<file path="config.mk">
export PLATFORM = sky130hd
export DESIGN_NAME = emesh_fifo
export DESIGN_NICKNAME = d
export VERILOG_FILES = /design/src/rtl/emesh_pkg.sv /design/src/rtl/emesh_fifo.sv
export SDC_FILE = /design/constraint.sdc
export NUM_CORES = 1
export LEC_CHECK = 0
export ABC_AREA = 0
export BUFFER_PORTS_ARGS = -buffer_cell sky130_fd_sc_hd__buf_4
export CORE_UTILIZATION = 50
export CTS_CLUSTER_DIAMETER = 150
export DETAILED_ROUTE_END_ITERATION = 8
export PLACE_DENSITY_LB_ADDON = 0.08
export SLEW_MARGIN = 0
export SYNTH_ARGS = -nofsm -noshare
export SYNTH_HDL_FRONTEND = slang
export SYNTH_SLANG_ARGS = --single-unit
</file>
<file path="constraint.sdc">
create_clock -name clk -period 7.2 [get_ports clk]
set_clock_uncertainty 0.2 [all_clocks]
set_input_delay 0.72 -clock clk [delete_from_list [all_inputs] [get_ports clk]]
set_output_delay 0.72 -clock clk [all_outputs]
set_load 0.02 [all_outputs]
</file>
<file path="src/rtl/emesh_pkg.sv">
`default_nettype none

package emesh_pkg;

   // ####################
   // Mesh field widths
   // ####################
   localparam int PW = 104;                     // Full packet width
   localparam int AW = 32;                      // Address width
   localparam int DW = 32;                      // Data width

   // ####################
   // Endpoint sizing
   // ####################
   localparam int MEM_AW    = 8;                // Word index bits
   localparam int MEM_WORDS = 1 << MEM_AW;      // 256 words
   localparam int IN_DEPTH  = 4;                // Ingress queue entries
   localparam int OUT_DEPTH = 2;                // Egress queue entries

   // Mesh packet layout, MSB first
   typedef struct packed {
      logic [AW-1:0] srcaddr;                   // Return address for reads
      logic [DW-1:0] data;                      // Write data or read data
      logic [AW-1:0] dstaddr;                   // Target address
      logic [4:0]    ctrlmode;                  // Passed through untouched
      logic [1:0]    datamode;                  // Width code, only echoed
      logic          write;                     // 1 for write, 0 for read
   } emesh_packet_t;

endpackage

`default_nettype wire

</file>
<file path="src/rtl/emesh_fifo.sv">
`timescale 1ns/1ns
`default_nettype none

module emesh_fifo #(
   parameter int DEPTH = 4                      // Entries
) (
   input  wire                       clk,
   input  wire                       nreset,
   input  wire                       push,
   input  wire emesh_pkg::emesh_packet_t push_data,
   input  wire                       pop,
   output emesh_pkg::emesh_packet_t  pop_data,
   output logic                      empty,
   output logic                      full
);

   localparam int PTRW = (DEPTH > 1) ? $clog2(DEPTH) : 1;
   localparam int CNTW = $clog2(DEPTH + 1);

   // ####################
   // Storage
   // ####################
   logic [emesh_pkg::PW-1:0] buf_q [DEPTH];     // Packet slots, no reset
   logic [PTRW-1:0]          wr_ptr_q;          // Next slot to fill
   logic [PTRW-1:0]          rd_ptr_q;          // Current head slot
   logic [CNTW-1:0]          count_q;           // Occupancy

   always_ff @(posedge clk) begin
      if (push) begin
         buf_q[wr_ptr_q] <= push_data;          // Lands at wr slot
      end
   end

   // ####################
   // Pointers and count
   // ####################
   always_ff @(posedge clk or negedge nreset) begin
      if (!nreset) begin
         wr_ptr_q <= '0;
         rd_ptr_q <= '0;
         count_q  <= '0;
      end else begin
         if (push) begin
            wr_ptr_q <= (wr_ptr_q == PTRW'(DEPTH - 1)) ? '0 : wr_ptr_q + 1'b1; // Wrap
         end
         if (pop) begin
            rd_ptr_q <= (rd_ptr_q == PTRW'(DEPTH - 1)) ? '0 : rd_ptr_q + 1'b1; // Wrap
         end
         case ({push, pop})
            2'b10:   count_q <= count_q + 1'b1; // Fill only
            2'b01:   count_q <= count_q - 1'b1; // Drain only
            default: count_q <= count_q;        // Both or neither
         endcase
      end
   end

   // Show-ahead head, flags off the registered count
   assign pop_data = buf_q[rd_ptr_q];
   assign empty    = (count_q == '0);
   assign full     = (count_q == CNTW'(DEPTH));

   // ####################
   // Checks
   // ####################
   // Producer must respect full
   a_no_overflow : assert property (
      @(posedge clk) disable iff (!nreset)
      !(push && full && !pop)
   ) else $error("emesh_fifo overflow");

   // Consumer must respect empty
   a_no_underflow : assert property (
      @(posedge clk) disable iff (!nreset)
      !(pop && empty)
   ) else $error("emesh_fifo underflow");

endmodule

`default_nettype wire

</file>
Yosys cells after proc, flatten, opt, wreduce, memory -nomap -nowiden. Memory sizes are Yosys's and may differ from the RTL's. Cells that the tools add are included.

Reduce and logical (&&, ||, !) cells: 2. Muxes and demuxes: 5. $add $sub $neg: 4. Equal/unequal tests: 5.

Operators with widths (count): == test 2 bit (second input constant) (3); one-hot mux 3 bit (2 select lines) (1); adder 2 x 1 -> 2 bit (second input constant) (2); 2-to-1 mux 2 bit (2); adder 3 x 1 -> 3 bit (second input constant) (1); == test 3 bit (second input constant) (1); logical NOT 3 bit (1); subtractor 3 x 1 -> 3 bit (second input constant) (1); == test 2 x 1 -> 1 bit (second input constant) (1); 2-to-1 mux 1 bit (2); nonzero test 2 bit (1).

Bits in writable memories: 416. Memories kept: 1. Input bits: 108. Output and inout bits: 106. Word-level logic and storage cells: 20. Flip-flop bits (word level): 7.

Memories: buf_q (words 4, bits a word 104, read ports 1, clocked after Yosys merged registers in 0, write ports 1, RTL line emesh_fifo.sv:23) `logic [emesh_pkg::PW-1:0] buf_q [DEPTH];`.

Logic depth before layout (Yosys ltp). Gate-level depths: netlist (run 1).

Depth in word-level cells: 2. Depth in mapped cells: 7. Depth with buffers taken out: 7.

Least setup slack after synthesis (run 1). Ideal clock, no wire load.

Kind: input -> register. Start point: in push. End point: mem buf_q[0][0] (netlist name), enable pin. Buffers on the path: 0. Required time: 6526 ps. Data arrival time: 3118 ps. Library setup time: 474 ps. Stages on the path: 1. Setup slack: 3408 ps. Cell sequence: and2_1.

Word-level cells in the longest chain between the ends: 2.

Ends and longest elaborated chain: start, declared (RTL line emesh_fifo.sv:9) `input wire push,`; 2-to-1 mux 1 bit (RTL line emesh_fifo.sv:29) `if (push) begin`; 2-to-1 mux 1 bit (not written as such) (RTL line emesh_fifo.sv:30) `buf_q[wr_ptr_q] <= push_data;`; end, declared (RTL line emesh_fifo.sv:23).

No other way between the ends.

==> results.txt, run 1 <==
Pleak = 6.39 nW
Largest delay contributor family on the critical path = flip-flops
First-pass GRT wire length = 43,600 µm
Final core utilization = 0.624
Distinct cells, synth = 22
Hold WS = 0.189 ns
Pin count of the biggest net entering global routing = 61
Mapped Area = 0.0154 mm²
Layout area overhead = 21.2%
Ports = 214
PortBufs = 213
1st-iter DRT viols = 551
Die width = 178 µm
Max-cap violations = 0
Clk_lat worst skew = 0.52 ns
Critical Path Max Stage Delay = 1.13 ns
Type of origin of the critical path = flop
Post-DP HPWL = 16,800 µm
Routed WL = 28,800 µm
Root Buffer = clkbuf_16
Fmax = 246 MHz
Worst relative slew slack = 0.294
CTS max path bufs = 3
Avg WL per Cell = 23.1 µm
Num CTS Buffers = 44
Buf+Inv Stages, Crit Path = 2
Rows = 63
Top cell by count, worst path = buf_4
Post-synthesis register bit count = 423
Starting Density = 0.515
Core ar. = 0.0300 mm²
Drt via density = 5.52
RSZ-0062 raised after global routing = false
Peak supply drop = 0.388 mV
Yosys warns = 0
Setup TNS = 0 ns
WP data required = 6.28 ns
Hold Vio Cnt, Final = 0
Most common cell after layout, fill and taps aside = edfxtp_1
Pwr dens = 417 mW/mm²
Final net count = 940
Period Utilization, post-route = 0.564
Share of cells above drive strength 1 = 0.455
DR vias = 6,886
Final setup viols = 0
Avg Inst Size Synth = 26.5 µm²
Slew @ Worst Pin = 1.06 ns
Vias in the first global route = 7,542
Type of the worst setup path = flop to primary output
Initial antenna violation count = 2
Num Clock Sinks = 423
Arrival @ worst endpoint = 3.14 ns
CTS H-tree depth = 2
Hold WC Path Type = primary input to flop
Total GRT Usage = 0.188
Critical Path End Type = primary output
Detail Route Antenna Nets = 0
Final Max Tran Viols = 0
Clock period minus worst slack = 4.06 ns
Crit path cell chain = buf_4, mux4_2, buf_4
Most frequent cells in the layout = edfxtp_1, buf_4, mux4_2, clkbuf_16, clkbuf_1
Power Total = 7.79 mW
Die height = 178 µm
Max FO, Critical Path = 53
Sequential area share after synthesis = 0.821
GPL Wtd Cong = 0.710
DRC = 0
Crit-path slowest cell = dfrtp_4
Remaining Overflow, GRT = 0
Reg clk slew, reported paths = 0.06 ns
Cells after Synth = 582
CTS tree = yes
Die area = 0.0315 mm²
DRT Pass-1 Iters = 4
Outcome = completed
Syn_nets = 697
==> where the power goes <==
part	internal (mW)	switching, mW
logic	1.13	1.28
registers	3.16	0.227
clock network	1.15	0.850
total	5.44	2.35
==> layout make-up <==
cell class	count	area, µm²
inverters	6	22.5
clock inverters	18	87.6
flip-flops and latches	423	12700
fillers	2078	11300
multi-input cells	129	2570
repair buffers	221	1660
clock buffers	58	1180
diodes	2	5.00
well taps	390	488
==> synthesized netlist by cell type (all sizes together) <==
library cell | number | share of area
edfxtp | 416 | 0.81
mux4 | 104 | 0.15
buf | 20 | 0.010
dfrtp | 7 | 0.011
ha | 6 | 0.0049
inv | 6 | 0.0015
and2 | 4 | 0.0016
clkbuf | 4 | 0.00097
mux2 | 2 | 0.0015
nor2 | 2 | 0.00049
o21ai | 2 | 0.00065
xor2 | 2 | 0.0011
and3 | 1 | 0.00041
fa | 1 | 0.0013
mux2i | 1 | 0.00065
nand2 | 1 | 0.00024
nor3 | 1 | 0.00032
or3 | 1 | 0.00041
xnor2 | 1 | 0.00057
==> worst reg2reg max path: cells and delay by family (launching register included) <==
kind / cells / cell delay [ns]
AND/OR/NAND/NOR: 1 / 0.63
buffers and inverters: 2 / 0.99
adder cells (fa/ha/maj): 1 / 0.17
flip-flops: 1 / 0.41
==> flip-flops by register name, summed over array words and instances (netlist names) <==
register,cells
buf_q,416
count_q,3
rd_ptr_q,2
wr_ptr_q,2
==> stage by stage <==
step           setup WS, ns  instance area, µm²  cells
2_1_floorplan          3.41               15400    582
3_3_place_gp           3.57               17400   1168
3_5_place_dp           3.55               17400   1168
4_1_cts                2.97               18700   1245
5_1_grt                2.85               18700   1246
6_report               3.14               18700   1247
==> repair_timing <==
item | CTS | global route
hold buffers | 1 | 0
setup endpoints to repair | 0 | 0
hold endpoints to repair | 7 | 0
setup buffers | 0 | 0
resized for setup | 0 | 0
==> worst paths after layout <==
kind                                          from  slack (ns)  depth (start not counted)                 endpoint
setup / recovery           rd_ptr_q[0]$_DFFE_PN0P_        3.14                          3             pop_data[64]
setup reg to reg           wr_ptr_q[0]$_DFFE_PN0P_        4.37                          4  buf_q[0][100]$_DFFE_PP_
hold reg to reg             count_q[2]$_DFFE_PN0P_        0.30                          1   count_q[2]$_DFFE_PN0P_
hold / removal                       push_data[52]        0.19                          1   buf_q[3][52]$_DFFE_PP_
min in group asynchronous                   nreset        0.35                          2  wr_ptr_q[0]$_DFFE_PN0P_
max in group asynchronous                   nreset        6.30                          2  rd_ptr_q[0]$_DFFE_PN0P_
==> cell families (layout without fill, tap and decap cells) <==
logic type	count (synthesis)	after routing	share of synthesized area
flops	423	423	0.821
mux	107	107	0.154
buf+inv	30	303	0.0125
simple gates	10	10	0.00349
fa+ha+maj	7	7	0.00617
xor+xnor	3	3	0.00170
compound gates	2	2	0.000649
other cells	0	2	0
==> metal layers <==
| metal | vias up | global-route usage | routed length, µm |
|---|---|---|---|
| met1 | 3648 | 0.234 | 11300 |
| met4 | 0 | 0.0495 | 533 |
| met3 | 46 | 0.0544 | 2130 |
| met2 | 194 | 0.324 | 14900 |
| li1 | 2998 | - | - |
| met5 | - | 0 | 0 |
Note: power is estimated with default switching activity, not from simulation.
==> run 2, diff against run 1 <==
clock period = 3.6 ns   (was 7.2 ns; I/O delays follow)
==> results.txt, run 2 (synthesis gave the netlist of run 1 again) <==
Type of the worst setup path = flop to primary output
Multi-input logic area = 0.00257 mm² (unchanged)
Ports = 214 (unchanged)
Share of cells above drive strength 1 = 0.409 (-0.0455)
Peak supply drop = 0.592 mV (+53%)
Met3 WL = 1790 µm (-16%)
Largest register FFs = 416 (unchanged)
Critical Path End Type = primary output
Final net count = 1,056 (+12%)
Drt via density = 5.34 (-3.4%)
First-pass GRT wire length = 44,700 µm (+2.7%)
CTS tree = yes
Initial antenna violation count = 0 (-2)
Highest routed metal layer = met4
Starting Density = 0.515 (unchanged)
Post-CTS setup buffers = 0 (unchanged)
DR vias = 7,269 (+5.6%)
Fmax = 339 MHz
Max-cap violations = 0 (unchanged)
Crit-path slowest cell = dfrtp_4
Pwr dens = 808 mW/mm² (+94%)
Register area = 0.0127 mm² (unchanged)
Pleak = 6.98 nW (+9.2%)
Reg clk slew, reported paths = 0.06 ns (about the same)
Final worst slack = 0.654 ns (-2.48 ns)
PortBufs = 213 (unchanged)
Hold Vio Cnt, Final = 0 (unchanged)
Num CTS Buffers = 43 (-2.3%)
Core ar. = 0.0300 mm² (unchanged)
DRC = 0 (unchanged)
Vias in the first global route = 8,000 (+6.1%)
Met1 Wirelength = 11,700 µm (+4.1%)
CTS H-tree depth = 2 (unchanged)
Met2 wire len = 14,900 µm (+0.35%)
Num Clock Sinks = 423 (unchanged)
Place WS = 1.13 ns (-2.42 ns)
Hold WC Path Type = flop to flop
Final core utilization = 0.671 (+0.0467)
Clock period minus worst slack = 2.95 ns
Final non-filler cell area = 0.0201 mm² (+7.5%)
Most frequent cells in the layout = edfxtp_1, buf_4, dlygate4sd3_1, mux4_2, clkbuf_16
Clk_lat worst skew = 0.52 ns (about the same)
Worst relative slew slack = 0.591 (+0.296)
Largest delay contributor family on the critical path = flip-flops
Die width = 178 µm (unchanged)
Pin count of the biggest net entering global routing = 57 (-6.6%)
Detail Route Antenna Nets = 0 (unchanged)
Rows = 63 (unchanged)
Max FO, Critical Path = 27 (-49%)
Final Max Tran Viols = 0 (unchanged)
Arrival @ worst endpoint = 2.39 ns (-0.75 ns)
Final setup viols = 0 (unchanged)
Layout area overhead = 30.3%
Fillers = 1,948 (-6.3%)
Type of origin of the critical path = flop
Avg WL per Cell = 21.3 µm (-7.6%)
CTS max path bufs = 3 (unchanged)
Crit path cell chain = buf_12, mux4_2, buf_4
WP data required = 3.04 ns (-3.24 ns)
Total GRT Usage = 0.191 (+0.00283)
Buf+Inv Stages, Crit Path = 2 (unchanged)
Post-CTS Resized = 0 (unchanged)
Period Utilization, post-route = 0.818
Post-DP HPWL = 17,800 µm (+5.9%)
Dpl cell area = 0.0176 mm² (+1.1%)
Regs by FF count = buf_q (416), count_q (3)
Most common cell after layout, fill and taps aside = edfxtp_1
Remaining Overflow, GRT = 0 (unchanged)
Routed WL = 29,000 µm (+0.87%)
Reg with most FFs = buf_q
Setup TNS = 0 ns (unchanged)
DRT Pass-1 Iters = 4 (unchanged)
Die area = 0.0315 mm² (unchanged)
Critical Path Max Stage Delay = 0.82 ns (-0.31 ns)
Slew @ Worst Pin = 0.614 ns (-0.445 ns)
Outcome = completed
Diode count = 0 (-2)
GPL Wtd Cong = 0.740 (+4.2%)
1st-iter DRT viols = 480 (-13%)
Die height = 178 µm (unchanged)
Root Buffer = clkbuf_16
Hold WS = 0.288 ns (+0.0988 ns)
RSZ-0062 raised after global routing = false
## run 2: final cells by class
cell class | instances | area share
Clock buffer | 55 | 0.0584
Clock inverter | 21 | 0.0121
Inverter | 6 | 0.00112
Multi-Input combinational cell | 129 | 0.128
Sequential cell | 423 | 0.631
Tap cell | 390 | 0.0243
Timing Repair Buffer | 338 | 0.145
## run 2: metal layers
layer  vias to the layer above  track usage
li1                       3232            -
met1                      3791        0.244
met3                        43       0.0482
met4                         0       0.0513
met2                       203        0.327
met5                         -            0
## run 2: timing repair
item / CTS / global route
setup endpoints to repair: 0 / 0
endpoints found under the hold margin: 427 / 0
hold buffers: 108 / 0
## run 2: where the power goes
group          total, mW  internal (mW)  switching, mW  leakage, nW
clock               4.40           2.72           1.68        0.686
sequential          6.66           6.31          0.350         3.90
combinational       5.17           2.47           2.70         2.39
total               16.2           11.5           4.74         6.98
## run 2: path summary, 6_finish.rpt
check | start | end | slack [ns] | depth (start not counted)
max in group asynchronous | nreset | rd_ptr_q[0]$_DFFE_PN0P_ | 2.27 | 3
setup / recovery | rd_ptr_q[0]$_DFFE_PN0P_ | pop_data[25] | 0.65 | 3
setup reg to reg | wr_ptr_q[0]$_DFFE_PN0P_ | buf_q[2][52]$_DFFE_PP_ | 1.46 | 4
min in group asynchronous | nreset | count_q[0]$_DFFE_PN0P_ | 0.63 | 3
hold / removal | count_q[2]$_DFFE_PN0P_ | count_q[2]$_DFFE_PN0P_ | 0.29 | 1
hold reg to reg | count_q[2]$_DFFE_PN0P_ | count_q[2]$_DFFE_PN0P_ | 0.29 | 1
## run 2: through the flow
| stage | std cells | total power, mW |
|---|---|---|
| after floorplan | 582 | 9.90 |
| after global placement | 1178 | 11.9 |
| after detailed placement | 1178 | 12.0 |
| after CTS | 1362 | 16.5 |
| after global routing | 1362 | 16.9 |
| final | 1362 | 16.2 |
